### src/hw/socBusPkg.sv
`default_nettype none

package socBusPkg;

    // Wishbone word and byte-lane select
    typedef logic [31:0] wbData_t;
    typedef logic [3:0]  wbSel_t;

    // Register index inside one 4 KB peripheral slot
    typedef logic [9:0]  regIndex_t;

    // ------------------------------------------------------------------------
    // Address views
    // ------------------------------------------------------------------------

    // SRAM side reads the address as a word offset into the region
    typedef struct packed {
        logic [3:0]  region;
        logic [25:0] wordIndex;
        logic [1:0]  byteOffset;
    } busMemView_t;

    // Peripheral side splits the low half into slot and register
    typedef struct packed {
        logic [3:0]  region;
        logic [11:0] spare;
        logic [3:0]  slot;
        regIndex_t   regIndex;
        logic [1:0]  byteOffset;
    } busPeriphView_t;

    typedef union packed {
        busMemView_t    mem;
        busPeriphView_t periph;
    } busAddr_u;

endpackage

`default_nettype wire

### src/hw/socMapPkg.sv
`default_nettype none

package socMapPkg;

    // ------------------------------------------------------------------------
    // Regions, address bits 31..28
    // ------------------------------------------------------------------------
    localparam logic [3:0] RegionTcm    = 4'd2;
    localparam logic [3:0] RegionPeriph = 4'd4;

    // Peripheral slots, address bits 15..12
    localparam logic [3:0] SlotGpio    = 4'd0;
    localparam logic [3:0] SlotSysCtrl = 4'd1;

    // ------------------------------------------------------------------------
    // Register indices
    // ------------------------------------------------------------------------

    // Key/LED block
    localparam socBusPkg::regIndex_t RegLed       = 10'd0;
    localparam socBusPkg::regIndex_t RegKeyStatus = 10'd1;
    localparam socBusPkg::regIndex_t RegIrqEnable = 10'd2;
    localparam socBusPkg::regIndex_t RegIrqClear  = 10'd3;

    // System control block
    localparam socBusPkg::regIndex_t RegId       = 10'd0;
    localparam socBusPkg::regIndex_t RegScratch  = 10'd1;
    localparam socBusPkg::regIndex_t RegIrqRaw   = 10'd2;
    localparam socBusPkg::regIndex_t RegResetReq = 10'd3;

    // Read-only identification word
    localparam logic [31:0] SocId = 32'h4D335F31;

endpackage

`default_nettype wire

### src/hw/busDecoder.sv
`default_nettype none
`timescale 1ns/1ps

module busDecoder #(
    parameter int TcmAddrWidth = 10
) (
    input  logic               clk,
    input  logic               sysRstn,
    input  logic               wbCyc,
    input  logic               wbStb,
    input  socBusPkg::busAddr_u wbAdr,
    output logic               tcmStb,
    output logic               periphStb,
    input  socBusPkg::wbData_t tcmDatR,
    input  socBusPkg::wbData_t periphDatR,
    input  logic               tcmAck,
    input  logic               periphAck,
    input  logic               periphErr,
    output socBusPkg::wbData_t wbDatR,
    output logic               wbAck,
    output logic               wbErr
);
    import socMapPkg::*;

    logic reqValid;
    logic tcmHit;
    logic periphHit;
    logic unmapped;
    logic errReg;

    assign reqValid = wbCyc & wbStb;

    // ------------------------------------------------------------------------
    // Region decode
    // ------------------------------------------------------------------------

    // Words past the end of the SRAM fall through to the error path
    assign tcmHit = (wbAdr.mem.region == RegionTcm)
                    && ((wbAdr.mem.wordIndex >> TcmAddrWidth) == '0);
    assign periphHit = wbAdr.mem.region == RegionPeriph;
    assign unmapped = reqValid & ~tcmHit & ~periphHit;

    // At most one target sees the strobe
    assign tcmStb = reqValid & tcmHit;
    assign periphStb = reqValid & periphHit;

    // One-cycle error for unmapped space, held off while already answering
    always_ff @(posedge clk or negedge sysRstn) begin
        if (!sysRstn) begin
            errReg <= 1'b0;
        end else begin
            errReg <= unmapped & ~errReg;
        end
    end

    // ------------------------------------------------------------------------
    // Response return
    // ------------------------------------------------------------------------
    assign wbAck = tcmAck | periphAck;
    assign wbErr = errReg | periphErr;
    assign wbDatR = tcmAck ? tcmDatR : periphDatR;

endmodule

`default_nettype wire

### config.mk
export PLATFORM = sky130hd
export DESIGN_NAME = busDecoder
export DESIGN_NICKNAME = d
export VERILOG_FILES = /design/src/hw/socBusPkg.sv /design/src/hw/socMapPkg.sv /design/src/hw/busDecoder.sv
export SDC_FILE = /design/constraint.sdc
export NUM_CORES = 1
export LEC_CHECK = 0
export ABC_AREA = 1
export BUFFER_PORTS_ARGS = -buffer_cell sky130_fd_sc_hd__buf_2
export CAP_MARGIN = 20
export CORE_MARGIN = 10
export CORE_UTILIZATION = 24
export DETAILED_ROUTE_END_ITERATION = 8
export PLACE_DENSITY = 0.95
export SKIP_LAST_GASP = 1
export SYNTH_ARGS = -nofsm -noshare
export SYNTH_HDL_FRONTEND = slang
export SYNTH_SLANG_ARGS = --single-unit
export TNS_END_PERCENT = 5
### constraint.sdc
create_clock -name clk -period 1.6 [get_ports clk]
set_input_delay 0.32 -clock clk [delete_from_list [all_inputs] [get_ports clk]]
set_output_delay 0.32 -clock clk [all_outputs]
set_load 0.05 [all_outputs]
==> out/qor.yml <==
status: "completed"
fin_crit_sh_pct: 92.5
final_area_mm2: 0.00122
post-dp-hpwl_um: 3260
initial_core_util_pct: 25.9
dp_cells: 284
reg_top3: "errReg: 1 flops"
p_total_mw: 0.550
start_kind: "input pin"
grt_overflow: 0
synth_warnings: 0
vias: 1180
synth.avg_cell_area_um2: 4.44
worstSetupEndpointType: "output pin"
post_cts_resized: 0
syn-num-nets: 237
coreArea_mm2: 0.00230
stdcell_count: 284
antenna_cells: 0
wl_um: 3580
max_cap_viol_count: 0
syn_to_final_growth_pct: 104
drc: 0
grt_pass1_wl_um: 5450
die_w_um: 69.8
criticalPathCategory: "input pin to output pin"
nNetsFinal: 361
wl_per_cell_um: 12.6
r2r_end: "errReg"
post_cts_buffers: 0
dieArea_mm2: 0.00487
rrSetupSlack_ps: 870
timing.hold.ws_ps: 94.6
hold_viol: 0
antenna_left: 0
worst_pin_slew_ps: 299
syn-cell-area_um2: 596
top_register: "errReg"
portBuffers: 126
post-route-min-period_ps: 1480
largest_register_ffs: 1
drv_slew: 0
fin_skew_ps: 0
setup_tns_ps: 0
synth-seq-area-share_pct: 4.20
drtIter0Drc: 46
drive_gt1_share_pct: 53.5
clock.fmax_mhz: 676
syn_inst: 134
worstPathArrival_ps: 1160
drt_first_pass_iters: 4
power-per-cell-area_mw_per_mm2: 452
cp.required_ps: 1280
grt_max_degree: 33
viasPerCell: 4.15
gp_congestion: 0.824
critPathMaxFanout: 2
place_area_mm2: 0.00122
antenna_found_initial: 0
yosys_register_bits: 1
grt_pass1_vias: 1138
reg2reg_from: "errReg"
min_path_type: "input pin to asynchronous set/reset pin"
rr_worst_depth: 4
rsz0062_at_grt: "no"
leakage_nw: 0.876
track_usage_pct: 12.7
peakVddDrop_uv: 276
die_h_um: 69.8
ys_types: 12
rows: 17
slew_headroom_pct: 80.1
pin_count: 139
setup_viol: 0
hold_buffers: 0
clk_pin_slew_ps: 0
clk_latency_ps: 0
## layer usage
layer | up-vias | part of all wire [%] | global-route usage [%]
met5 | - | 0 | 0
met4 | 0 | 0 | 0
met3 | 0 | 11 | 4.42
met2 | 65 | 53 | 24.0
met1 | 476 | 36 | 13.9
li1 | 639 | - | -
## layout by cell type, fill, tap and decap left out
cell type  count
nor2_1        11
nand3_1        1
buf_2        126
and2_1         2
inv_4          1
nor2_2         4
or2_2          2
nand3_2        1
dfrtp_1        1
buf_4          3
inv_1          2
nand2_1      102
## logic make-up (layout without fill, tap and decap cells)
family	count (synthesis)	count (layout)	share of synthesized area, %
and+or+nand+nor	123	123	82.1
buffers and inverters	10	132	13.7
DFF	1	1	4.20
## area by class of cell
type / instances / area, um^2
fillers: 267 / 1080
inverters: 3 / 13.8
multi-input cells: 123 / 489
flip-flops and latches: 1 / 25.0
well taps: 28 / 35.0
repair buffers: 129 / 653
## how the worst max path moves through the flow
stage / startpoint / endpoint / slack (ps)
floorplan: wbAdr[28] / periphStb / 130
global placement: wbAdr[23] / tcmStb / 130
global route: wbAdr[23] / tcmStb / 40
detailed placement: wbAdr[23] / tcmStb / 100
finish: wbAdr[23] / tcmStb / 120
CTS: wbAdr[23] / tcmStb / 100
## where the power goes
group	switching, mW	internal (mW)
clock network	0	0
registers	0.000595	0.0272
logic	0.360	0.162
total	0.361	0.189
## metrics by stage
stage                     utilization [%]  setup slack [ps]
final                                52.9               120
after global routing                 52.9              41.1
after CTS                            52.9               102
after detailed placement             52.9               104
after global placement               52.9               130
after floorplan                         -               131
## cell usage after synthesis
cell type	count	area, um^2
nand3_1	1	5.00
nand2_1	102	383
inv_4	1	6.26
or2_2	2	12.5
buf_4	3	22.5
nor2_1	11	41.3
nor2_2	4	25.0
buf_6	4	45.0
inv_1	2	7.51
nand3_2	1	10.0
dfrtp_1	1	25.0
and2_1	2	12.5
## critical path, cell delays in order
cell and delay, ps:
buf_2 90, nor2_1 110, nand2_1 80, nor2_2 120
nand3_2 100, nor2_2 80, buf_2 270
No activity file was read; power rests on OpenSTA's default activity.
