## src/hw/socBusPkg.sv

```systemverilog
`default_nettype none

package socBusPkg;

    // Wishbone word and byte-lane select
    typedef logic [31:0] wbData_t;
    typedef logic [3:0]  wbSel_t;

    // Register index inside one 4 KB peripheral slot
    typedef logic [9:0]  regIndex_t;

    // ------------------------------------------------------------------------
    // Address views
    // ------------------------------------------------------------------------

    // SRAM side reads the address as a word offset into the region
    typedef struct packed {
        logic [3:0]  region;
        logic [25:0] wordIndex;
        logic [1:0]  byteOffset;
    } busMemView_t;

    // Peripheral side splits the low half into slot and register
    typedef struct packed {
        logic [3:0]  region;
        logic [11:0] spare;
        logic [3:0]  slot;
        regIndex_t   regIndex;
        logic [1:0]  byteOffset;
    } busPeriphView_t;

    typedef union packed {
        busMemView_t    mem;
        busPeriphView_t periph;
    } busAddr_u;

endpackage

`default_nettype wire

```

## src/hw/socMapPkg.sv

```systemverilog
`default_nettype none

package socMapPkg;

    // ------------------------------------------------------------------------
    // Regions, address bits 31..28
    // ------------------------------------------------------------------------
    localparam logic [3:0] RegionTcm    = 4'd2;
    localparam logic [3:0] RegionPeriph = 4'd4;

    // Peripheral slots, address bits 15..12
    localparam logic [3:0] SlotGpio    = 4'd0;
    localparam logic [3:0] SlotSysCtrl = 4'd1;

    // ------------------------------------------------------------------------
    // Register indices
    // ------------------------------------------------------------------------

    // Key/LED block
    localparam socBusPkg::regIndex_t RegLed       = 10'd0;
    localparam socBusPkg::regIndex_t RegKeyStatus = 10'd1;
    localparam socBusPkg::regIndex_t RegIrqEnable = 10'd2;
    localparam socBusPkg::regIndex_t RegIrqClear  = 10'd3;

    // System control block
    localparam socBusPkg::regIndex_t RegId       = 10'd0;
    localparam socBusPkg::regIndex_t RegScratch  = 10'd1;
    localparam socBusPkg::regIndex_t RegIrqRaw   = 10'd2;
    localparam socBusPkg::regIndex_t RegResetReq = 10'd3;

    // Read-only identification word
    localparam logic [31:0] SocId = 32'h4D335F31;

endpackage

`default_nettype wire

```

## src/hw/sysControl.sv

```systemverilog
`default_nettype none
`timescale 1ns/1ps

module sysControl (
    input  logic                 clk,
    input  logic                 RSTn,
    input  logic                 sysStb,
    input  logic                 wbWe,
    input  socBusPkg::regIndex_t regIndex,
    input  socBusPkg::wbData_t   wbDatW,
    output socBusPkg::wbData_t   sysDatR,
    output logic                 sysAck,
    input  logic                 keyIrq,
    output logic                 sysRstn
);
    import socMapPkg::*;

    logic        access;
    logic        wrEn;
    logic        resetReq;
    logic [31:0] scratch;
    logic [31:0] readData;

    assign access = sysStb & ~sysAck;
    assign wrEn = access & wbWe;

    // ------------------------------------------------------------------------
    // Bus handshake and soft reset, on the board reset only
    // ------------------------------------------------------------------------
    always_ff @(posedge clk or negedge RSTn) begin
        if (!RSTn) begin
            sysAck   <= 1'b0;
            resetReq <= 1'b0;
            sysRstn  <= 1'b0;
        end else begin
            sysAck   <= access;
            // Request lives for one cycle, reset follows it by one edge
            resetReq <= wrEn && (regIndex == RegResetReq) && wbDatW[0];
            sysRstn  <= ~resetReq;
        end
    end

    // Scratch goes back to zero on either reset
    always_ff @(posedge clk or negedge sysRstn) begin
        if (!sysRstn) begin
            scratch <= 32'b0;
        end else if (wrEn && regIndex == RegScratch) begin
            scratch <= wbDatW;
        end
    end

    always_comb begin
        case (regIndex)
            RegId:      readData = SocId;
            RegScratch: readData = scratch;
            RegIrqRaw:  readData = {31'b0, keyIrq};
            default:    readData = 32'b0;
        endcase
    end

    always_ff @(posedge clk) begin
        if (access) begin
            sysDatR <= readData;
        end
    end

endmodule

`default_nettype wire

```

## config.mk

```make
export PLATFORM = sky130hd
export DESIGN_NAME = sysControl
export DESIGN_NICKNAME = d
export VERILOG_FILES = /design/src/hw/socBusPkg.sv /design/src/hw/socMapPkg.sv /design/src/hw/sysControl.sv
export SDC_FILE = /design/constraint.sdc
export NUM_CORES = 1
export LEC_CHECK = 0
export BUFFER_PORTS_ARGS = -buffer_cell sky130_fd_sc_hd__clkbuf_2
export CAP_MARGIN = 20
export CORE_ASPECT_RATIO = 0.7
export CORE_MARGIN = 2
export CORE_UTILIZATION = 55
export DETAILED_ROUTE_END_ITERATION = 10
export PLACE_DENSITY = 0.84
export SETUP_SLACK_MARGIN = 0.1
export SLEW_MARGIN = 15
export SYNTH_ARGS = -nofsm -noshare
export SYNTH_HDL_FRONTEND = slang
export SYNTH_SLANG_ARGS = --single-unit
```

## constraint.sdc

```tcl
create_clock -name clk -period 1.8 [get_ports clk]
set_input_delay 0.27 -clock clk [delete_from_list [all_inputs] [get_ports clk]]
set_output_delay 0.27 -clock clk [all_outputs]
set_load 0.05 [all_outputs]
```

==> run_summary.xml <==
<?xml version="1.0" encoding="UTF-8"?>
<metrics>
  <group name="worst_setup_path">
    <metric name="critPathCaptureType" unit="">register</metric>
    <metric name="crit_path_max_fanout" unit="">32</metric>
    <metric name="setup.worst_path.start_class" unit="">register</metric>
    <metric name="critical_path_class" unit="">reg2reg</metric>
    <metric name="worst_r2r_path_depth" unit="">4</metric>
    <metric name="worst-endpoint-arrival" unit="ns">1.72</metric>
    <metric name="required_time_of_the_critical_path" unit="ns">2.02</metric>
  </group>
  <group name="timing">
    <metric name="hold_ws" unit="ns">0.145</metric>
    <metric name="maxSlewHeadroom" unit="%">74.1</metric>
    <metric name="timing.final.hold_violations" unit="">0</metric>
    <metric name="finClkSkew" unit="ns">0.00533</metric>
    <metric name="setup-tns-final" unit="ns">0</metric>
    <metric name="slew_violations" unit="">0</metric>
    <metric name="grt_setup_unrepaired" unit="">no</metric>
    <metric name="fin_crit_sh" unit="%">83.1</metric>
    <metric name="layout_setup_ws" unit="ns">0.304</metric>
    <metric name="setup-violations-final" unit="">0</metric>
    <metric name="post-route-min-period" unit="ns">1.50</metric>
    <metric name="maxClockFrequency" unit="MHz">669</metric>
    <metric name="tightestPinTransition" unit="ns">0.389</metric>
  </group>
  <group name="run">
    <metric name="maxCapViolCount" unit="">0</metric>
  </group>
  <group name="logic_synthesis">
    <metric name="synth_edf_count" unit="">32</metric>
    <metric name="synth.lib_cells_used.distinct" unit="">23</metric>
    <metric name="netlist_top_cells_count" unit="">dfrtp_1 (35), edfxtp_1 (32), mux2_4 (30)</metric>
    <metric name="postSynthNetCount" unit="">218</metric>
    <metric name="yosysWarningCount" unit="">0</metric>
    <metric name="syn_area_per_cell" unit="sq um">16.1</metric>
    <metric name="synth.largest_area_cell" unit="">edfxtp_1</metric>
    <metric name="synthDominantCellAreaShare" unit="%">34.9</metric>
    <metric name="postSynthCellCount" unit="">171</metric>
    <metric name="synthMostInstantiatedCell" unit="">dfrtp_1</metric>
    <metric name="synth_top_cells_by_area" unit="">edfxtp_1 (35%), dfrtp_1 (32%), mux2_4 (16%)</metric>
    <metric name="synth-seq-area-share" unit="%">66.7</metric>
    <metric name="postSynth.topFlopCell" unit="">dfrtp_1</metric>
    <metric name="synth.ff_latch_count" unit="">67</metric>
    <metric name="synth-async-reset-ratio" unit="%">52.2</metric>
    <metric name="netlist_area" unit="sq um">2750</metric>
  </group>
  <group name="die">
    <metric name="core-area" unit="sq um">4810</metric>
    <metric name="io-pin-count" unit="">81</metric>
    <metric name="placementRows" unit="">21</metric>
    <metric name="floorplan.initialDensity" unit="%">57.2</metric>
    <metric name="die_w" unit="um">88.6</metric>
    <metric name="dieArea" unit="sq um">5600</metric>
    <metric name="die-height" unit="um">63.2</metric>
  </group>
  <group name="grt">
    <metric name="maximum_number_of_pins_on_one_net_before_global_route_repair" unit="">33</metric>
    <metric name="grt_pass1_vias" unit="">1580</metric>
    <metric name="global_route_wire_length_before_repair" unit="um">7580</metric>
    <metric name="grt_use_total" unit="%">19.4</metric>
    <metric name="antenna_found_initial" unit="">0</metric>
    <metric name="grt-ovfl-total" unit="">0</metric>
  </group>
  <group name="place">
    <metric name="dp_wirelength" unit="um">3430</metric>
    <metric name="placement.io_buffers" unit="">80</metric>
    <metric name="post-place-cells" unit="">319</metric>
    <metric name="routabilityCongestion" unit="">0.809</metric>
    <metric name="dp_worst_setup_slack" unit="ns">0.187</metric>
  </group>
  <group name="cts">
    <metric name="postCtsSetupBuffers" unit="">0</metric>
    <metric name="htree_num_levels" unit="">3</metric>
    <metric name="clk_path_buf_depth" unit="">2</metric>
    <metric name="cts-buffers-inserted" unit="">9</metric>
    <metric name="cts.sink_count" unit="">67</metric>
    <metric name="clk_latency" unit="ns">0.34</metric>
    <metric name="tritoncts" unit="">yes</metric>
    <metric name="ctsRootBufferMaster" unit="">clkbuf_8</metric>
    <metric name="cts.clk_slew.worst_paths" unit="ns">0.07</metric>
  </group>
  <group name="routing">
    <metric name="viasPerCell" unit="">4.91</metric>
    <metric name="routedWlPerCell" unit="um">14.3</metric>
    <metric name="drcViolationCount" unit="">0</metric>
    <metric name="dr.first_iter.drc_count" unit="">67</metric>
    <metric name="via_count" unit="">1649</metric>
    <metric name="drt-pass1-iter-count" unit="">4</metric>
    <metric name="number_of_nets_with_antenna_violations_after_routing" unit="">0</metric>
    <metric name="routed_wl" unit="um">4800</metric>
  </group>
  <group name="cells_and_area">
    <metric name="fin_cells" unit="">336</metric>
    <metric name="total_number_of_nets_in_the_final_design" unit="">309</metric>
    <metric name="syn2layout_area_growth" unit="%">27.8</metric>
    <metric name="antenna_cells" unit="">0</metric>
    <metric name="drive_above_1_share" unit="%">52.4</metric>
  </group>
  <group name="worst_hold_path">
    <metric name="min_path_cells" unit="">3</metric>
    <metric name="min-delay-path-class" unit="">in2reg</metric>
  </group>
  <group name="power">
    <metric name="total_power" unit="uW">3380</metric>
    <metric name="vdd.ir_drop.worst" unit="uV">714</metric>
    <metric name="power_per_cell_area" unit="nW/um^2">960</metric>
    <metric name="power.leakage" unit="uW">0.00176</metric>
  </group>
  <group name="status">
    <metric name="outcome" unit="">complete, no violations</metric>
  </group>
</metrics>
state kept, by name, summed over array words and instances, names as in the netlist:
name / cells
scratch: 32
sysDatR: 32
resetReq: 1
sysAck: 1
sysRstn: 1
where the power goes:
part | internal, uW | switching [uW]
Clock | 916 | 541
Sequential | 1640 | 13.2
Combinational | 78.8 | 185
layout make-up:
type	instances	area (sq um)
timing repair buffer	87	483
sequential	67	1840
fill	325	1290
clock buffer	9	124
clock inverter	7	116
tap	69	86.3
multi-input combinational	79	803
inverter	18	67.6
timing repair:
| item | CTS | global route |
|---|---|---|
| hold buffers | 1 | 0 |
| gates resized for setup | 0 | 0 |
| hold endpoints to repair | 3 | 0 |
worst max-delay path, stage by stage, from the launching register on:
cell and delay [ns]:
dfrtp_1 0.42, and3b_1 0.28, nand4_4 0.12, buf_12 0.22, mux2_4 0.32
layout by cell type (no fill, tap or decap), types with 2 or more instances in the layout:
cell type	netlist	routed
mux2_2	2	2
nor2_1	2	2
edfxtp_1	32	32
nand3_1	2	2
a21oi_1	17	17
clkinv_2	0	2
dfrtp_1	35	35
buf_12	0	2
clkbuf_8	0	9
buf_4	1	5
mux2_4	30	30
inv_1	18	18
bufinv_16	0	3
and2_1	15	15
clkbuf_2	0	79
path summary, 6_finish.rpt:
path / from / end / slack, ns
worst max-delay path: sysAck / scratch[24] / 0.30
worst min-delay path: wbWe / resetReq / 0.15
worst max register to register: sysAck / scratch[24] / 0.30
worst min register to register: sysRstn / scratch[22] / 0.38
max in group asynchronous: sysRstn / scratch[30] / 1.13
min in group asynchronous: RSTn / sysRstn / 0.25
routing by layer:
layer	global-route usage [%]	vias up	share of wire (%)
met5	0	-	0
met3	10.4	5	9.3
met2	27.6	69	46
met4	5.68	0	0.65
met1	25.8	799	44
li1	-	776	-
through the flow:
step | cell area (sq um) | utilization [%]
global route | 3520 | 73.1
detailed placement | 3270 | 67.9
finish | 3520 | 73.1
CTS | 3520 | 73.1
global placement | 3270 | 67.9
floorplan | 2760 | -
logic make-up after synthesis:
family,Yosys count,synth area share [%]
buffers and inverters,25,4.36
muxes,32,17.2
AOI/OAI and AO/OA,18,3.36
DFF,67,66.7
and+or+nand+nor,29,8.36
Note: power is estimated with default switching activity, not from simulation.
