==> config.mk <==
export PLATFORM = sky130hd
export DESIGN_NAME = periphMux
export DESIGN_NICKNAME = d
export VERILOG_FILES = /design/src/hw/socBusPkg.sv /design/src/hw/socMapPkg.sv /design/src/hw/periphMux.sv
export SDC_FILE = /design/constraint.sdc
export NUM_CORES = 1
export LEC_CHECK = 0
export ABC_AREA = 1
export BUFFER_PORTS_ARGS = -buffer_cell sky130_fd_sc_hd__buf_2
export CAP_MARGIN = 20
export CORE_ASPECT_RATIO = 1.5
export CORE_MARGIN = 2
export CORE_UTILIZATION = 22
export CTS_BUF_LIST = sky130_fd_sc_hd__clkbuf_8
export DETAILED_ROUTE_END_ITERATION = 8
export GPL_TIMING_DRIVEN = 0
export PLACE_DENSITY = 0.81
export SLEW_MARGIN = 20
export SYNTH_ARGS = -nofsm -noshare
export SYNTH_HDL_FRONTEND = slang
export SYNTH_SLANG_ARGS = --single-unit
==> constraint.sdc <==
create_clock -name clk -period 0.8 [get_ports clk]
set_input_delay 0.16 -clock clk [delete_from_list [all_inputs] [get_ports clk]]
set_output_delay 0.16 -clock clk [all_outputs]
set_load 0.005 [all_outputs]
==> src/hw/socBusPkg.sv <==
`default_nettype none

package socBusPkg;

    // Wishbone word and byte-lane select
    typedef logic [31:0] wbData_t;
    typedef logic [3:0]  wbSel_t;

    // Register index inside one 4 KB peripheral slot
    typedef logic [9:0]  regIndex_t;

    // ------------------------------------------------------------------------
    // Address views
    // ------------------------------------------------------------------------

    // SRAM side reads the address as a word offset into the region
    typedef struct packed {
        logic [3:0]  region;
        logic [25:0] wordIndex;
        logic [1:0]  byteOffset;
    } busMemView_t;

    // Peripheral side splits the low half into slot and register
    typedef struct packed {
        logic [3:0]  region;
        logic [11:0] spare;
        logic [3:0]  slot;
        regIndex_t   regIndex;
        logic [1:0]  byteOffset;
    } busPeriphView_t;

    typedef union packed {
        busMemView_t    mem;
        busPeriphView_t periph;
    } busAddr_u;

endpackage

`default_nettype wire

==> src/hw/socMapPkg.sv <==
`default_nettype none

package socMapPkg;

    // ------------------------------------------------------------------------
    // Regions, address bits 31..28
    // ------------------------------------------------------------------------
    localparam logic [3:0] RegionTcm    = 4'd2;
    localparam logic [3:0] RegionPeriph = 4'd4;

    // Peripheral slots, address bits 15..12
    localparam logic [3:0] SlotGpio    = 4'd0;
    localparam logic [3:0] SlotSysCtrl = 4'd1;

    // ------------------------------------------------------------------------
    // Register indices
    // ------------------------------------------------------------------------

    // Key/LED block
    localparam socBusPkg::regIndex_t RegLed       = 10'd0;
    localparam socBusPkg::regIndex_t RegKeyStatus = 10'd1;
    localparam socBusPkg::regIndex_t RegIrqEnable = 10'd2;
    localparam socBusPkg::regIndex_t RegIrqClear  = 10'd3;

    // System control block
    localparam socBusPkg::regIndex_t RegId       = 10'd0;
    localparam socBusPkg::regIndex_t RegScratch  = 10'd1;
    localparam socBusPkg::regIndex_t RegIrqRaw   = 10'd2;
    localparam socBusPkg::regIndex_t RegResetReq = 10'd3;

    // Read-only identification word
    localparam logic [31:0] SocId = 32'h4D335F31;

endpackage

`default_nettype wire

==> src/hw/periphMux.sv <==
`default_nettype none
`timescale 1ns/1ps

module periphMux (
    input  logic               clk,
    input  logic               sysRstn,
    input  logic               periphStb,
    input  socBusPkg::busAddr_u wbAdr,
    output logic               gpioStb,
    output logic               sysStb,
    input  socBusPkg::wbData_t gpioDatR,
    input  socBusPkg::wbData_t sysDatR,
    input  logic               gpioAck,
    input  logic               sysAck,
    output socBusPkg::wbData_t periphDatR,
    output logic               periphAck,
    output logic               periphErr
);
    import socMapPkg::*;

    logic gpioSel;
    logic sysSel;
    logic slotMiss;

    // Slot from address bits 15..12
    assign gpioSel = wbAdr.periph.slot == SlotGpio;
    assign sysSel = wbAdr.periph.slot == SlotSysCtrl;

    assign gpioStb = periphStb & gpioSel;
    assign sysStb = periphStb & sysSel;
    assign slotMiss = periphStb & ~gpioSel & ~sysSel;

    // Empty slots answer with a one-cycle error
    always_ff @(posedge clk or negedge sysRstn) begin
        if (!sysRstn) begin
            periphErr <= 1'b0;
        end else begin
            periphErr <= slotMiss & ~periphErr;
        end
    end

    // AND-OR return path, only the acking leaf contributes
    assign periphAck = gpioAck | sysAck;
    assign periphDatR = ({32{gpioAck}} & gpioDatR)
                        | ({32{sysAck}} & sysDatR);

endmodule

`default_nettype wire

==> flow_summary.ini, run 1 <==
[logic_synthesis]
synth_nets = 218
synth_warnings = 0
yosys.area.top_type_share_pct = 60.5
synth_seq_cells = 1
syn_area_per_cell_um2 = 4.77
yosysUniqueCellTypes = 9
synth.area.top_cells = nand2_1 (61%), buf_6 (14%), nand2_2 (11%)
synthCells = 117
ys_seq_area_share_pct = 4.48
synth_area_um2 = 558
synth_top_area_cell = nand2_1

[routing]
drtAntennaViolNets = 0
vias_per_cell = 4.27
first_iter_violations = 3
vias = 1093
routed_wl_um = 2500
drt-pass1-iter-count = 4
drc = 0
wire_per_inst_um = 9.76

[timing]
whs_ps = 419
fmax_mhz = 1250
finalClockSkew_ps = 0
setup-violations-final = 4
finalCritPeriodShare_pct = 100
worst_slack_ps = -3.21
finalCriticalPeriod_ps = 803
max_slew_margin_pct = 93.2
slew_viol_final = 0
hold_viol = 0
rsz0062_at_grt = true
tightest_slew_ps = 102

[setup_path]
crit_path_end_kind = output port
cp.arrival_ps = 640
reg2reg_depth = 3
path_class = input pin to output port
crit_path_start_kind = input pin
r2r_slack_ps = 170
r2r-end = periphErr$_DFF_PN0_
reg2reg_from = periphErr$_DFF_PN0_
critPathMaxFanout = 5
required_ps = 640
endpoint = periphDatR[23]
critPathLaunch = sysAck

[floorplan]
die_h_um = 65.7
coreArea_mm2 = 0.00242
placementRows = 22
start_util_pct = 23.0
dieArea_mm2 = 0.00296
die_w_um = 45.1
ioPinCount = 137

[global_route]
track_usage_pct = 11.9
globalRouteOverflowTotal = 0
grt_max_degree = 11
antenna_found_initial = 0
grt_pass1_wl_um = 2940
grt_pass1_vias = 810

[layout]
largest_reg_flops = 1
nets = 335
final_cells = 256
regMostFlops = periphErr
postLayoutCoreUtil_pct = 63.0
antenna_cells = 0
area_growth_pct = 173
top_regs = periphErr (1)
fill_cells = 213
fin_area_mm2 = 0.00153
drive_gt1_share_pct = 75.4

[pwr]
power_leakage_nw = 0.974
power.density_mw_per_mm2 = 548
max-vdd-ir-drop_v = 0.000278

[worst_hold_path]
min_path_type = input pin to flop

[clocking]
insertion_delay_ps = 0
clkTransAtPathRegs_ps = 0

[placement]
io_buffers = 106
placed_area_mm2 = 0.00112
dp_cells = 247
dp_slack_ps = -59.9
gp_congestion = 0.676
place_hpwl_um = 1760

[flow_run]
max-cap-violations = 0

[run_status]
violations = setup timing
status = complete, but fails checks
-- power by group --
part | total [W] | switching [W] | internal [W]
Sequential | 0.0000570 | 0.00000151 | 0.0000555
Combinational | 0.000779 | 0.000315 | 0.000463
Clock | 0 | 0 | 0
Total | 0.000836 | 0.000317 | 0.000519
-- metrics by stage --
stage	total power [W]	setup TNS, ps
6_report	0.000836	-9.60
5_1_grt	0.000910	-407
4_1_cts	0.000631	-5.04
3_3_place_gp	0.000609	-47.8
3_5_place_dp	0.000616	-96.4
2_1_floorplan	0.000303	0
-- critical path: stages --
cell and delay (ps):
buf_12 120, clkbuf_16 160, nand2_2 50, nand2_1 40, buf_2 120
-- kinds of logic after synthesis --
family | after synthesis | synth area share [%]
flops | 1 | 4.48
simple gates | 104 | 74.9
compound gates | 1 | 0.896
buf+inv | 11 | 19.7
-- worst min path at each step --
stage / slack (ps) / to / cells after the start / start
finish: 420 / periphErr$_DFF_PN0_ / 3 / wbAdr[14]
global route: 440 / periphErr$_DFF_PN0_ / 3 / periphStb
CTS: 410 / periphErr$_DFF_PN0_ / 3 / periphStb
detailed placement: -60 / periphErr$_DFF_PN0_ / 1 / sysRstn
global placement: -60 / periphErr$_DFF_PN0_ / 1 / sysRstn
floorplan: -140 / periphErr$_DFF_PN0_ / 0 / sysRstn
-- cells in the final DEF (no fill, tap or decap) --
| cell type | synthesis | final |
|---|---|---|
| nand2_2 | 10 | 45 |
| nor2_1 | 3 | 2 |
| a21oi_1 | 1 | 1 |
| nor2_4 | 0 | 1 |
| nand2_4 | 0 | 7 |
| clkbuf_16 | 0 | 8 |
| buf_12 | 1 | 3 |
| buf_8 | 0 | 5 |
| or2_1 | 1 | 1 |
| dlygate4sd3_1 | 0 | 1 |
| inv_1 | 3 | 3 |
| dfrtp_1 | 1 | 1 |
| nand2_1 | 90 | 48 |
| buf_6 | 7 | 2 |
| buf_2 | 0 | 104 |
-- final cells by class --
cell class	count	area (µm²)	share of cell area, %
Multi-Input combinational cell	105	571	37.4
Tap cell	24	30.0	1.97
Buffer	8	135	8.86
Timing Repair Buffer	115	753	49.4
Sequential cell	1	25.0	1.64
Inverter	3	11.3	0.738
-- metal layers --
layer  global-route usage (%)  vias to the layer above  wire length, µm
met4                     2.21                        0               19
met5                        0                        -                0
met2                     24.1                       49             1510
met3                    0.549                        2              197
met1                     12.8                      470              772
li1                         -                      572                -
-- Yosys cell counts --
library cell   n
or2_1          1
nand2_1       90
buf_12         1
dfrtp_1        1
inv_1          3
nand2_2       10
buf_6          7
nor2_1         3
a21oi_1        1
-- what timing repair did --
action	4_1_cts	5_1_grt
hold buffers	1	0
setup endpoints to repair	2	30
setup buffers	0	0
endpoints found under the hold margin	1	0
resized for setup	4	58
pin swaps	3	8
cloned	0	8
Power figures use the tool's default switching activity.
==> run 2: changes to the inputs <==
--- a/config.mk
+++ b/config.mk
@@ -19,3 +19,4 @@
 export SYNTH_ARGS = -nofsm -noshare
 export SYNTH_HDL_FRONTEND = slang
 export SYNTH_SLANG_ARGS = --single-unit
+export TNS_END_PERCENT = 30
==> flow_summary.ini, run 2 (synthesis results as in run 1) <==
[setup_path]
path_class = input pin to output port
reg2reg_from = periphErr$_DFF_PN0_
r2r_slack_ps = 170
reg2reg_depth = 3
r2r-end = periphErr$_DFF_PN0_
cp.arrival_ps = 640
critPathMaxFanout = 5
crit_path_end_kind = output port
required_ps = 640
crit_path_start_kind = input pin

[routing]
routed_wl_um = 2460
drc = 0
first_iter_violations = 7
wire_per_inst_um = 9.62
drtAntennaViolNets = 0
drt-pass1-iter-count = 4
vias = 1080
vias_per_cell = 4.22

[timing]
finalCriticalPeriod_ps = 804
fmax_mhz = 1240
tightest_slew_ps = 102
setup-violations-final = 2
rsz0062_at_grt = true
slew_viol_final = 0
whs_ps = 419
finalCritPeriodShare_pct = 100
finalClockSkew_ps = 0
hold_viol = 0
max_slew_margin_pct = 93.2
worst_slack_ps = -3.87

[flow_run]
max-cap-violations = 0

[global_route]
use_met2_pct = 24.1
use_met3_pct = 0.549
gr-usage-met1_pct = 12.8
grt_pass1_vias = 810
grt_pass1_wl_um = 2940
grt_busiest_layer = met2
globalRouteOverflowTotal = 0
antenna_found_initial = 0
track_usage_pct = 11.9
grt_max_degree = 11

[worst_hold_path]
whs_path_depth = 3
holdPathEnd = periphErr$_DFF_PN0_
min_from = wbAdr[14]
min_path_type = input pin to flop

[placement]
gp_congestion = 0.676
dp_cells = 247
placed_area_mm2 = 0.00112
io_buffers = 106
place_hpwl_um = 1760

[floorplan]
coreArea_mm2 = 0.00242
die_w_um = 45.1
dieArea_mm2 = 0.00296
ioPinCount = 137
die_h_um = 65.7
start_util_pct = 23.0
placementRows = 22

[layout]
regMostFlops = periphErr
drive_gt1_share_pct = 70.3
layout_commonest_cell = buf_2
antenna_cells = 0
area_growth_pct = 163
fin_area_mm2 = 0.00147
top_regs = periphErr (1)
largest_reg_flops = 1
final_cells = 256
postLayoutCoreUtil_pct = 60.7
nets = 335
final_cell_mix = buf_2 (104), nand2_1 (60), nand2_2 (38), clkbuf_16 (8), buf_8 (5)

[run_status]
violations = setup timing
status = complete, but fails checks

[clocking]
clkTransAtPathRegs_ps = 0
insertion_delay_ps = 0
post_cts_buffers = 0

[pwr]
power_leakage_nw = 0.947
power.density_mw_per_mm2 = 547
max-vdd-ir-drop_v = 0.000260
power_w = 0.000804
[run 2: critical path, cell delays in order]
cell and delay, ps:
buf_12 120, clkbuf_16 150, nand2_1 50, nand2_1 50, buf_2 120
[run 2: how the worst max path moves through the flow]
stage,start,endpoint,slack [ps],cells past startpoint
2_1_floorplan,sysAck,periphDatR[0],140,4
3_3_place_gp,wbAdr[13],sysStb,-30,5
3_5_place_dp,wbAdr[13],gpioStb,-60,5
4_1_cts,wbAdr[14],gpioStb,-5,5
5_1_grt,sysAck,periphDatR[26],-30,5
6_report,gpioAck,periphDatR[23],-4,5
[run 2: timing repair]
action | CTS | global route
endpoints found under the hold margin | 1 | 0
gates cloned | 0 | 8
setup endpoints to repair | 2 | 30
resized for setup | 4 | 41
pin swaps | 3 | 7
hold buffers | 1 | 0
[run 2: layer usage]
metal / part of all wire [%] / routed length (µm)
met1: 33 / 806
met2: 58 / 1430
met3: 8.4 / 208
met4: 0.77 / 19
met5: 0 / 0
[run 2: power breakdown]
part	switching [W]	leakage (nW)	internal, W
sequential	0.00000151	0.0126	0.0000555
combinational	0.000295	0.935	0.000452
clock	0	0	0
[run 2: final cells by class]
type / count / area (µm²)
Tap cell: 24 / 30.0
Multi-Input combinational cell: 105 / 515
Inverter: 3 / 11.3
Fill cell: 218 / 952
Buffer: 8 / 135
Timing Repair Buffer: 115 / 753
Sequential cell: 1 / 25.0
[run 2: stage by stage]
stage          setup TNS [ps]  setup WS [ps]
2_1_floorplan               0            140
3_3_place_gp            -47.8          -25.7
3_5_place_dp            -96.4          -59.9
4_1_cts                 -5.04          -5.04
5_1_grt                  -376          -27.4
6_report                -7.34          -3.87
==> run 3: changes to the inputs <==
--- a/config.mk
+++ b/config.mk
@@ -15,6 +15,7 @@
 export DETAILED_ROUTE_END_ITERATION = 8
 export GPL_TIMING_DRIVEN = 0
 export PLACE_DENSITY = 0.81
+export SETUP_SLACK_MARGIN = 0.15
 export SLEW_MARGIN = 20
 export SYNTH_ARGS = -nofsm -noshare
 export SYNTH_HDL_FRONTEND = slang
==> flow_summary.ini, run 3 (synthesis results as in run 1) <==
[setup_path]
crit_path_start_kind = input pin
r2r-end = periphErr$_DFF_PN0_
required_ps = 640
reg2reg_from = periphErr$_DFF_PN0_
cp.arrival_ps = 650
reg2reg_depth = 3
crit_path_end_kind = output port
r2r_slack_ps = 190
path_class = input pin to output port
critPathMaxFanout = 5

[layout]
postLayoutCoreUtil_pct = 61.7
area_growth_pct = 168
layout_commonest_cell = buf_2
antenna_cells = 0
final_cell_mix = buf_2 (103), nand2_1 (50), nand2_2 (45), buf_8 (7)
largest_reg_flops = 1
regMostFlops = periphErr
drive_gt1_share_pct = 75.1
nets = 336
top_regs = periphErr (1)
fin_area_mm2 = 0.00149

[global_route]
globalRouteOverflowTotal = 0
grt_pass1_wl_um = 3510
grt_max_degree = 11
track_usage_pct = 14.5
antenna_found_initial = 0
grt_pass1_vias = 933

[routing]
wire_per_inst_um = 10.3
vias = 1108
drtAntennaViolNets = 0
drc = 0
vias_per_cell = 4.31
drt-pass1-iter-count = 4
routed_wl_um = 2650
first_iter_violations = 6

[worst_hold_path]
min_path_type = input pin to flop
whs_path_depth = 3
min_from = periphStb
holdPathEnd = periphErr$_DFF_PN0_

[timing]
finalCriticalPeriod_ps = 808
setup_tns_ps = -8.47
fmax_mhz = 1240
finalClockSkew_ps = 0
finalCritPeriodShare_pct = 101
tightest_slew_ps = 97.9
max_slew_margin_pct = 93.5
slew_viol_final = 0
rsz0062_at_grt = true
whs_ps = 420
hold_viol = 0
worst_slack_ps = -8.47
setup-violations-final = 1

[floorplan]
die_h_um = 65.7
die_w_um = 45.1
dieArea_mm2 = 0.00296
placementRows = 22
ioPinCount = 137
coreArea_mm2 = 0.00242
start_util_pct = 23.0

[pwr]
power_leakage_nw = 0.955
power_w = 0.000830
power.density_mw_per_mm2 = 555
max-vdd-ir-drop_v = 0.000261

[clocking]
clkTransAtPathRegs_ps = 0
insertion_delay_ps = 0

[placement]
place_hpwl_um = 1750
gp_congestion = 0.673
io_buffers = 106
placed_area_mm2 = 0.00112

[flow_run]
max-cap-violations = 0

[run_status]
status = complete, but fails checks
violations = setup timing
## run 3: per-stage QoR
step,worst slack [ps],std cells
global route,-26.9,257
detailed placement,-23.0,247
CTS,11.4,252
finish,-8.47,257
global placement,-18.8,247
floorplan,140,117
## run 3: critical path: stages
cell and delay [ps]:
buf_12 120, clkbuf_16 150, nand2_4 50, nand2_2 40, buf_2 120
## run 3: repair_timing
action	in CTS	in global routing
resized for setup	16	52
buffers inserted	1	0
endpoints found under the hold margin	1	0
setup endpoints to repair	34	37
hold buffers	1	0
gates cloned	3	5
pin swaps	3	7
## run 3: worst max path at each step
stage	startpoint	endpoint	slack, ps	depth (start not counted)
after floorplan	sysAck	periphDatR[0]	140	4
after global placement	wbAdr[13]	sysStb	-20	5
after detailed placement	wbAdr[13]	sysStb	-20	5
after CTS	wbAdr[14]	sysStb	10	5
after global routing	sysAck	periphDatR[15]	-30	5
final	sysAck	periphDatR[20]	-8	5
## run 3: cell type report
type	instances	area (µm²)
repair buffers	116	733
multi-input cells	105	559
inverters	3	11.3
plain buffers	8	135
fillers	231	928
well taps	24	30.0
flip-flops and latches	1	25.0
## run 3: metal layers
metal | up-vias | GRT usage (%) | part of all wire [%]
met4 | 0 | 1.84 | 1.1
met5 | - | 0 | 0
li1 | 577 | - | -
met3 | 4 | 1.10 | 7.2
met1 | 476 | 14.3 | 32
met2 | 51 | 30.9 | 60
## run 3: where the power goes
| part | internal (W) | switching [W] | leakage (nW) |
|---|---|---|---|
| sequential | 0.0000555 | 0.00000161 | 0.0126 |
| clock | 0 | 0 | 0 |
| combinational | 0.000455 | 0.000318 | 0.942 |
| total | 0.000510 | 0.000319 | 0.955 |
