`src/hw/socBusPkg.sv`:
```
`default_nettype none

package socBusPkg;

    // Wishbone word and byte-lane select
    typedef logic [31:0] wbData_t;
    typedef logic [3:0]  wbSel_t;

    // Register index inside one 4 KB peripheral slot
    typedef logic [9:0]  regIndex_t;

    // ------------------------------------------------------------------------
    // Address views
    // ------------------------------------------------------------------------

    // SRAM side reads the address as a word offset into the region
    typedef struct packed {
        logic [3:0]  region;
        logic [25:0] wordIndex;
        logic [1:0]  byteOffset;
    } busMemView_t;

    // Peripheral side splits the low half into slot and register
    typedef struct packed {
        logic [3:0]  region;
        logic [11:0] spare;
        logic [3:0]  slot;
        regIndex_t   regIndex;
        logic [1:0]  byteOffset;
    } busPeriphView_t;

    typedef union packed {
        busMemView_t    mem;
        busPeriphView_t periph;
    } busAddr_u;

endpackage

`default_nettype wire

```
`src/hw/socMapPkg.sv`:
```
`default_nettype none

package socMapPkg;

    // ------------------------------------------------------------------------
    // Regions, address bits 31..28
    // ------------------------------------------------------------------------
    localparam logic [3:0] RegionTcm    = 4'd2;
    localparam logic [3:0] RegionPeriph = 4'd4;

    // Peripheral slots, address bits 15..12
    localparam logic [3:0] SlotGpio    = 4'd0;
    localparam logic [3:0] SlotSysCtrl = 4'd1;

    // ------------------------------------------------------------------------
    // Register indices
    // ------------------------------------------------------------------------

    // Key/LED block
    localparam socBusPkg::regIndex_t RegLed       = 10'd0;
    localparam socBusPkg::regIndex_t RegKeyStatus = 10'd1;
    localparam socBusPkg::regIndex_t RegIrqEnable = 10'd2;
    localparam socBusPkg::regIndex_t RegIrqClear  = 10'd3;

    // System control block
    localparam socBusPkg::regIndex_t RegId       = 10'd0;
    localparam socBusPkg::regIndex_t RegScratch  = 10'd1;
    localparam socBusPkg::regIndex_t RegIrqRaw   = 10'd2;
    localparam socBusPkg::regIndex_t RegResetReq = 10'd3;

    // Read-only identification word
    localparam logic [31:0] SocId = 32'h4D335F31;

endpackage

`default_nettype wire

```
`src/hw/keyLedGpio.sv`:
```
`default_nettype none
`timescale 1ns/1ps

module keyLedGpio (
    input  logic                 clk,
    input  logic                 sysRstn,
    input  logic                 gpioStb,
    input  logic                 wbWe,
    input  socBusPkg::regIndex_t regIndex,
    input  socBusPkg::wbData_t   wbDatW,
    output socBusPkg::wbData_t   gpioDatR,
    output logic                 gpioAck,
    input  logic                 key,
    output logic [3:0]           ledOut,
    output logic                 keyIrq
);
    import socMapPkg::*;

    logic        access;
    logic        wrEn;
    logic        irqEnable;
    logic [1:0]  keySync;
    logic        keyPrev;
    logic        keyRise;
    logic        pending;
    logic        irqClear;
    logic [31:0] readData;

    assign access = gpioStb & ~gpioAck;
    assign wrEn = access & wbWe;

    assign keyRise = keySync[1] & ~keyPrev;
    assign irqClear = wrEn && (regIndex == RegIrqClear) && wbDatW[0];

    // ------------------------------------------------------------------------
    // Control registers
    // ------------------------------------------------------------------------
    always_ff @(posedge clk or negedge sysRstn) begin
        if (!sysRstn) begin
            gpioAck   <= 1'b0;
            ledOut    <= 4'b0;
            irqEnable <= 1'b0;
            keySync   <= 2'b0;
            keyPrev   <= 1'b0;
            pending   <= 1'b0;
            keyIrq    <= 1'b0;
        end else begin
            gpioAck <= access;
            if (wrEn && regIndex == RegLed) begin
                ledOut <= wbDatW[3:0];
            end
            if (wrEn && regIndex == RegIrqEnable) begin
                irqEnable <= wbDatW[0];
            end
            // Two-flop synchronizer, then edge register
            keySync <= {keySync[0], key};
            keyPrev <= keySync[1];
            // A new edge wins over a clear in the same cycle
            pending <= (pending & ~irqClear) | keyRise;
            keyIrq  <= pending & irqEnable;
        end
    end

    // ------------------------------------------------------------------------
    // Read path
    // ------------------------------------------------------------------------
    always_comb begin
        case (regIndex)
            RegLed:       readData = {28'b0, ledOut};
            RegKeyStatus: readData = {30'b0, pending, keySync[1]};
            RegIrqEnable: readData = {31'b0, irqEnable};
            default:      readData = 32'b0;
        endcase
    end

    always_ff @(posedge clk) begin
        if (access) begin
            gpioDatR <= readData;
        end
    end

endmodule

`default_nettype wire

```
`config.mk`:
```
export PLATFORM = sky130hd
export DESIGN_NAME = keyLedGpio
export DESIGN_NICKNAME = d
export VERILOG_FILES = /design/src/hw/socBusPkg.sv /design/src/hw/socMapPkg.sv /design/src/hw/keyLedGpio.sv
export SDC_FILE = /design/constraint.sdc
export NUM_CORES = 1
export LEC_CHECK = 0
export BUFFER_PORTS_ARGS = -buffer_cell sky130_fd_sc_hd__buf_2
export CAP_MARGIN = 10
export CORE_MARGIN = 8
export CORE_UTILIZATION = 31
export DETAILED_ROUTE_END_ITERATION = 8
export PLACE_DENSITY = 0.74
export SLEW_MARGIN = 10
export SYNTH_ARGS = -nofsm -noshare
export SYNTH_HDL_FRONTEND = slang
export SYNTH_SLANG_ARGS = --single-unit
```
`constraint.sdc`:
```
create_clock -name clk -period 1.65 [get_ports clk]
set_input_delay 0.2475 -clock clk [delete_from_list [all_inputs] [get_ports clk]]
set_output_delay 0.2475 -clock clk [all_outputs]
set_load 0.03 [all_outputs]
```
==> results.toml, run 1 <==
[run_status]
outcome = "finished with violations"
violations = "setup timing"

[sta]
timing.fmax_mhz = 590.8
fin_ws_ns = -0.04256
period_needed_ns = 1.693
setup_viol = 4
min_period_over_period = 1.026
timing.setup.tns_ns = -0.1538
timing.hold.ws_ns = 0.07554
rsz0062_at_grt = "true"
finalHoldViolCount = 0
fin_worst_skew_ns = 0.003844
slew_violations = 0

[placement]
dp_hpwl_mm = 1.535
port_buffers = 28
routabilityCongestion = 0.7826
numPlacedInstances = 133

[worst_setup_path]
critPathRequiredTime_ns = 1.82
crit_fanout = 4
path_class = "flop to flop"
cp-start-kind = "flop"
reg2reg_setup_slack_ns = -0.04
end_kind = "flop"
crit_arrival_ns = 1.86

[grt]
grt_usage = 0.06944
grt_first_pass_wirelength_mm = 2.366
grt_pass1_vias = 550
antenna_found_initial = 0
gr-total-overflow = 0
grt_max_degree = 12

[floorplan]
pin_count = 85
die_area_um2 = 4629
start_util = 0.3153
die_h_um = 68.04
num_rows = 19
coreArea_um2 = 2663
die_w_um = 68.04

[yosys]
synthXorXnorAreaFrac = 0
synth_top_family_by_area = "buffers and inverters"
synth.distinct_cells = 22
synth.avg_cell_area_um2 = 11.50
yosysWarnings = 0
yosysSeqAreaShare = 0.4709
synthSimpleGateAreaFrac = 0.1386
synth-seq-cells = 15
synthMuxAreaShare = 0.09091
synthCells = 73
synth_compound_area_frac = 0.02534
synth_fa_ha_area_frac = 0
syn_area_um2 = 839.6

[routing]
via_count = 563
viasPerCell = 4.050
dr.first_iter.drc_count = 3
wl_per_cell_um = 12.47
firstDrtPassIters = 3
drc = 0
drt-total-wl_mm = 1.734
ant_nets = 0

[power]
leakage_nw = 0.5173
irDropWorstVdd_mv = 0.3988
power_mw = 0.7556
powerDensity_nw_per_um2 = 767.4

[clocking]
numClockSinks = 15
worstSkewPairLatency_ns = 0.27
cts_buffer_depth = 2
cts_tree = "yes"
htree_levels = 1
path_clk_slew_ns = 0.08
clock-root-buffer = "clkbuf_4"
cts-buffers-inserted = 3

[layout]
finalNetCount = 156
area_growth_pct = 17.29
diodes = 0
finish.utilization = 0.3698
fin_cells = 139
drive_above_1_share = 0.4259

[hold_path]
min_path_type = "input pin to flop"

[job]
maxCapViolCount = 0
-- sequential cells by signal, indices dropped and copies added (netlist names) --
name	flops
gpioAck	1
keySync	2
keyPrev	1
pending	1
keyIrq	1
ledOut	4
gpioDatR	4
irqEnable	1
-- through the flow --
step           instance area, um^2  worst slack (ns)
4_1_cts                      984.7          -0.04887
2_1_floorplan                942.2          -0.07452
3_5_place_dp                 935.9           -0.2808
3_3_place_gp                 935.9           -0.2414
5_1_grt                      984.7          -0.07382
6_report                     984.7          -0.04256
-- cell usage in the layout (no fill, tap or decap) --
master	Yosys	layout
and2_1	3	3
buf_2	1	28
buf_4	28	6
clkbuf_4	0	3
clkinv_2	0	1
conb_1	1	28
dfrtp_1	11	10
dfrtp_2	0	1
dlygate4sd3_1	0	1
edfxtp_1	4	4
inv_1	1	1
mux2_2	5	5
mux2i_1	2	2
nand2_1	1	1
nand3b_1	1	1
nand4b_1	1	1
nor2b_1	1	1
nor3_1	1	1
nor4_1	3	3
nor4_4	1	1
o21a_1	1	1
o21ai_0	1	1
o41ai_1	1	1
or4_1	2	2
or4bb_4	0	1
-- Yosys cell counts --
library cell,instances,area [um^2]
and2_1,3,18.77
inv_1,1,3.750
clkbuf_1,2,7.510
conb_1,1,3.750
nor2b_1,1,6.260
nand2_1,1,3.750
nand4b_1,1,8.760
or4_1,2,15.01
buf_2,1,5.000
or4bb_1,1,11.26
o41ai_1,1,8.760
o21ai_0,1,5.000
buf_4,28,210.2
nor4_4,1,21.27
o21a_1,1,7.510
edfxtp_1,4,120.1
nor3_1,1,5.000
mux2i_1,2,20.02
nand3b_1,1,7.510
mux2_2,5,56.30
dfrtp_1,11,275.3
nor4_1,3,18.77
-- logic make-up (layout without fill, tap and decap cells) --
| group | count (synthesis) | in the layout |
|---|---|---|
| AO/OA/AOI/OAI | 3 | 3 |
| buffers and inverters | 32 | 40 |
| flip-flops | 15 | 15 |
| multiplexers | 7 | 7 |
| other | 1 | 28 |
| AND/OR/NAND/NOR | 15 | 15 |
-- path summary, 6_finish.rpt --
path / depth (start not counted) / endpoint / start
worst max-delay path: 4 / ledOut[2] / gpioAck
worst min register to register: 0 / keySync[1] / keySync[0]
worst max register to register: 4 / ledOut[2] / gpioAck
max in group asynchronous: 2 / gpioAck / sysRstn
min in group asynchronous: 2 / ledOut[0] / sysRstn
worst min-delay path: 1 / keySync[0] / key
-- timing repair --
| item | in CTS | in global routing |
|---|---|---|
| gates resized for setup | 1 | 0 |
| buffers inserted | 1 | 0 |
| hold buffers | 1 | 0 |
| endpoints found under the hold margin | 11 | 0 |
| setup endpoints to repair | 4 | 4 |
-- worst max-delay path: stages, from the launching register on --
cell	delay, ns
dfrtp_2	0.41
or4bb_4	0.53
nor4_4	0.13
buf_4	0.18
mux2_2	0.33
-- layer usage --
layer	up-vias	global-route usage	routed length (um)
li1	263	-	-
met1	258	0.07033	591
met2	40	0.1102	781
met3	2	0.04092	349
met4	0	0.03836	10
met5	-	0	0
-- area by class of cell --
| type | count | area (um^2) |
|---|---|---|
| Inverter | 1 | 3.754 |
| Multi-Input combinational cell | 53 | 322.8 |
| Fill cell | 285 | 1678 |
| Clock buffer | 3 | 22.52 |
| Tap cell | 31 | 38.79 |
| Timing Repair Buffer | 35 | 195.2 |
| Sequential cell | 15 | 396.6 |
| Clock inverter | 1 | 5.005 |
-- power by group --
| part | switching [mW] | internal, mW | total, mW |
|---|---|---|---|
| Clock | 0.107 | 0.0898 | 0.197 |
| Sequential | 0.00387 | 0.392 | 0.395 |
| Combinational | 0.128 | 0.0354 | 0.164 |
| Total | 0.239 | 0.517 | 0.756 |
Note: power is estimated with default switching activity, not from simulation.
==> run 2: changes to the inputs <==
--- a/config.mk
+++ b/config.mk
@@ -10,7 +10,7 @@
 export CORE_MARGIN = 8
 export CORE_UTILIZATION = 31
 export DETAILED_ROUTE_END_ITERATION = 8
-export PLACE_DENSITY = 0.74
+export PLACE_DENSITY = 0.83
 export SLEW_MARGIN = 10
 export SYNTH_ARGS = -nofsm -noshare
 export SYNTH_HDL_FRONTEND = slang
==> results.toml, run 2 (same netlist as run 1, synthesis figures left out) <==
[sta]
period_needed_ns = 1.688
fin_ws_ns = -0.03846
rsz0062_at_grt = "true"
slew_violations = 0
timing.hold.ws_ns = 0.07136
finalHoldViolCount = 0
min_period_over_period = 1.023
fin_worst_skew_ns = 0.006521
setup_viol = 3
timing.fmax_mhz = 592.3

[worst_setup_path]
path_class = "flop to flop"
crit_fanout = 4
cp-start-kind = "flop"
r2r_cells = 4
crit_arrival_ns = 1.85
end_kind = "flop"
crit_path_start = "gpioAck"
timing.rr.start = "gpioAck"
critPathRequiredTime_ns = 1.81

[routing]
via_count = 555
drc = 0
met2_length_um = 799
drt-total-wl_mm = 1.693
viasPerCell = 3.993
firstDrtPassIters = 4
wl_per_cell_um = 12.18
m1WireLength_um = 565
dr.first_iter.drc_count = 17
wl_met3_um = 328
top_layer = "met3"
ant_nets = 0

[power]
powerDensity_nw_per_um2 = 767.4
p_sw_mw = 0.2369
leakage_nw = 0.5155
p_sw_frac = 0.3127
intPower_mw = 0.5207
power_mw = 0.7575
clock_power_share = 0.263
comb_power_share = 0.216
power_frac_seq = 0.522
irDropWorstVdd_mv = 0.3426

[layout]
area_growth_pct = 17.59
largestRegisters = "gpioDatR x4, ledOut x4, keySync x2"
final_cell_mix = "conb_1 (28), buf_2 (28), dfrtp_1 (10)"
finish.utilization = 0.3708
multiInputGateArea_um2 = 326.6
fin_area_um2 = 987.2
diodes = 0
drive_above_1_share = 0.4167
regArea_um2 = 396.6
finalNetCount = 156
fill_cells = 280

[grt]
grt_first_pass_wirelength_mm = 2.428
grt_max_degree = 12
antenna_found_initial = 0
grt_usage = 0.06980
grt_pass1_vias = 526
gr-total-overflow = 0

[floorplan]
num_rows = 19
die_h_um = 68.04
die_w_um = 68.04
pin_count = 85
coreArea_um2 = 2663
start_util = 0.3153
die_area_um2 = 4629

[clocking]
path_clk_slew_ns = 0.08
cts_buffer_depth = 2
numClockSinks = 15
worstSkewPairLatency_ns = 0.28
cts-buffers-inserted = 3
htree_levels = 1
cts_tree = "yes"
clock-root-buffer = "clkbuf_4"

[run_status]
outcome = "finished with violations"
violations = "setup timing"

[placement]
pre_cts_ws_ns = -0.2780
routabilityCongestion = 0.7345
port_buffers = 28
dp_hpwl_mm = 1.512
place_area_um2 = 935.9

[hold_path]
hold_path_depth = 1
min_path_type = "input pin to flop"
worstHoldStart = "key"

[job]
maxCapViolCount = 0
[run 2: worst max-delay path: stages (launching register included)]
cell,delay [ns]
dfrtp_2,0.40
or4bb_4,0.53
nor4_4,0.13
buf_4,0.18
mux2_2,0.33
[run 2: worst paths after layout]
check | end | slack [ns]
max | ledOut[2] | -0.04
min | keySync[0] | 0.07
max reg2reg | ledOut[2] | -0.04
min reg2reg | keySync[1] | 0.36
max in group asynchronous | gpioAck | 1.06
min in group asynchronous | keySync[1] | 0.37
[run 2: per-layer routing]
| metal | track usage | vias up |
|---|---|---|
| li1 | - | 266 |
| met1 | 0.06847 | 253 |
| met2 | 0.1184 | 36 |
| met3 | 0.03928 | 0 |
| met4 | 0.03069 | 0 |
| met5 | 0 | - |
[run 2: layout make-up]
| type | count | share of cell area |
|---|---|---|
| Clock buffer | 4 | 0.02662 |
| Inverter | 1 | 0.003802 |
| Multi-Input combinational cell | 53 | 0.3308 |
| Sequential cell | 15 | 0.4018 |
| Tap cell | 31 | 0.03929 |
| Timing Repair Buffer | 35 | 0.1977 |
[run 2: through the flow]
stage | cells | TNS (ns)
global route | 139 | -0.2534
global placement | 133 | -1.271
floorplan | 100 | -0.3021
finish | 139 | -0.1062
detailed placement | 133 | -1.489
CTS | 139 | -0.1540
[run 2: timing repair]
action	CTS	global route
endpoints found under the hold margin	11	0
hold buffers	1	0
setup endpoints to repair	4	4
setup buffers	1	0
resized for setup	1	1
[run 2: power by group through the flow]
| stage | Combinational (mW) | Clock [mW] | Sequential [mW] |
|---|---|---|---|
| floorplan | 0.151 | 0 | 0.417 |
| global placement | 0.156 | 0 | 0.402 |
| global route | 0.174 | 0.226 | 0.396 |
| detailed placement | 0.158 | 0 | 0.403 |
| finish | 0.163 | 0.199 | 0.395 |
| CTS | 0.162 | 0.209 | 0.396 |
==> run 3: changes to the inputs <==
--- a/config.mk
+++ b/config.mk
@@ -5,12 +5,13 @@
 export SDC_FILE = /design/constraint.sdc
 export NUM_CORES = 1
 export LEC_CHECK = 0
-export BUFFER_PORTS_ARGS = -buffer_cell sky130_fd_sc_hd__buf_2
 export CAP_MARGIN = 10
 export CORE_MARGIN = 8
-export CORE_UTILIZATION = 31
+export CORE_UTILIZATION = 54
 export DETAILED_ROUTE_END_ITERATION = 8
-export PLACE_DENSITY = 0.83
+export DONT_BUFFER_PORTS = 1
+export GPL_TIMING_DRIVEN = 0
+export PLACE_DENSITY = 0.81
 export SLEW_MARGIN = 10
 export SYNTH_ARGS = -nofsm -noshare
 export SYNTH_HDL_FRONTEND = slang
==> results.toml, run 3 (same netlist as run 1, synthesis figures left out) <==
[layout]
area_growth_pct = 21.46
regArea_um2 = 396.6
final_cell_mix = "buf_4 (29), conb_1 (28), dfrtp_1 (10)"
fin_cells = 123
diodes = 0
fin_area_um2 = 1020
final_common_cell = "buf_4"
fill_cells = 124
multiInputGateArea_um2 = 322.8
finish.utilization = 0.6849
finalNetCount = 155
largestRegisters = "gpioDatR x4, ledOut x4, keySync x2"
drive_above_1_share = 0.3738

[routing]
top_layer = "met4"
viasPerCell = 4.220
drc = 0
ant_nets = 0
wl_per_cell_um = 14.09
firstDrtPassIters = 3
m1WireLength_um = 529
wl_met3_um = 248
dr.first_iter.drc_count = 6
met2_length_um = 947
via_count = 519
drt-total-wl_mm = 1.733

[worst_setup_path]
crit_fanout = 4
critPathTopFamily = "simple AND/OR/NAND/NOR gates"
worst-path-buf-inv = 1
critPathRequiredTime_ns = 1.81
r2r_cells = 4
cp-start-kind = "flop"
crit_cells = 4
cp_cell_sequence = "or4bb_1 -> nor4_4 -> buf_4 -> mux2_2"
crit_arrival_ns = 1.98
end_kind = "flop"
slowest_stage = "or4bb_1"
path_class = "flop to flop"
max_stage_delay_ns = 0.54

[job]
maxCapViolCount = 0

[clocking]
cts_buffer_depth = 2
cts-buffers-inserted = 3
numClockSinks = 15
cts_tree = "yes"
htree_levels = 1
path_clk_slew_ns = 0.08
clock-root-buffer = "clkbuf_4"
worstSkewPairLatency_ns = 0.28

[floorplan]
coreArea_um2 = 1489
start_util = 0.5639
pin_count = 85
die_h_um = 55.43
num_rows = 14
die_area_um2 = 3072
die_w_um = 55.43

[placement]
pre_cts_ws_ns = -0.1836
numPlacedInstances = 116
routabilityCongestion = 0.7141
place_area_um2 = 962.2
dp_hpwl_mm = 1.485
port_buffers = 0

[sta]
finalHoldViolCount = 0
timing.fmax_mhz = 548.0
worstMarginPinSlew_ns = 0.5030
fin_worst_skew_ns = 0.006900
timing.setup.tns_ns = -0.6513
setup_viol = 4
period_needed_ns = 1.825
relSlewSlack = 0.6636
min_period_over_period = 1.106
slew_violations = 0
fin_ws_ns = -0.1747
rsz0062_at_grt = "true"

[grt]
grt_usage = 0.1162
gr-total-overflow = 0
antenna_found_initial = 0
grt_pass1_vias = 555
grt_max_degree = 12
grt_first_pass_wirelength_mm = 2.898

[power]
powerDensity_nw_per_um2 = 761.1
leakage_nw = 0.5326
irDropWorstVdd_mv = 0.6787

[hold_path]
min_path_type = "input pin to flop"
hold_path_depth = 1

[run_status]
violations = "setup timing"
outcome = "finished with violations"
==> run 3: worst reg2reg max path: stages, from the launching register on <==
cell	delay (ns)
dfrtp_2	0.50
or4bb_1	0.55
nor4_4	0.15
buf_4	0.18
mux2_2	0.34
==> run 3: worst paths after layout <==
path	from	slack, ns	end
worst max register to register	gpioAck	-0.17	ledOut[0]
max in group asynchronous	sysRstn	0.92	gpioAck
min in group asynchronous	sysRstn	0.37	irqEnable
worst max-delay path	gpioAck	-0.17	ledOut[0]
worst min-delay path	wbDatW[0]	0.12	irqEnable
worst min register to register	keySync[0]	0.36	keySync[1]
==> run 3: per-layer routing <==
metal,global-route usage,vias up
li1,-,263
met1,0.09836,222
met2,0.2067,32
met3,0.09361,2
met4,0.02113,0
met5,0,-
==> run 3: metrics by stage <==
| step | hold slack, ns | total power [mW] |
|---|---|---|
| 2_1_floorplan | -0.04809 | 0.5682 |
| 3_3_place_gp | -0.04769 | 0.5721 |
| 3_5_place_dp | -0.04771 | 0.5736 |
| 4_1_cts | 0.1133 | 0.7826 |
| 5_1_grt | 0.09788 | 0.8164 |
| 6_report | 0.1200 | 0.7761 |
==> run 3: layout make-up <==
cell class	count	share of cell area
tap	16	0.01963
multi-input combinational	53	0.3166
buffer	31	0.2184
clock buffer	4	0.02577
inverter	1	0.003681
sequential	15	0.3890
timing repair buffer	3	0.02699
==> run 3: what timing repair did <==
action                     in CTS  in global routing
buffers inserted                1                  0
pin swaps                       0                  0
hold endpoints to repair       12                  0
setup endpoints to repair       4                  4
resized for setup               1                  0
hold buffers                    2                  0
cloned                          0                  0
==> run 3: where the power goes <==
part / internal [mW] / switching (mW)
Clock: 0.0937 / 0.104
Combinational: 0.0566 / 0.111
Sequential: 0.392 / 0.0192
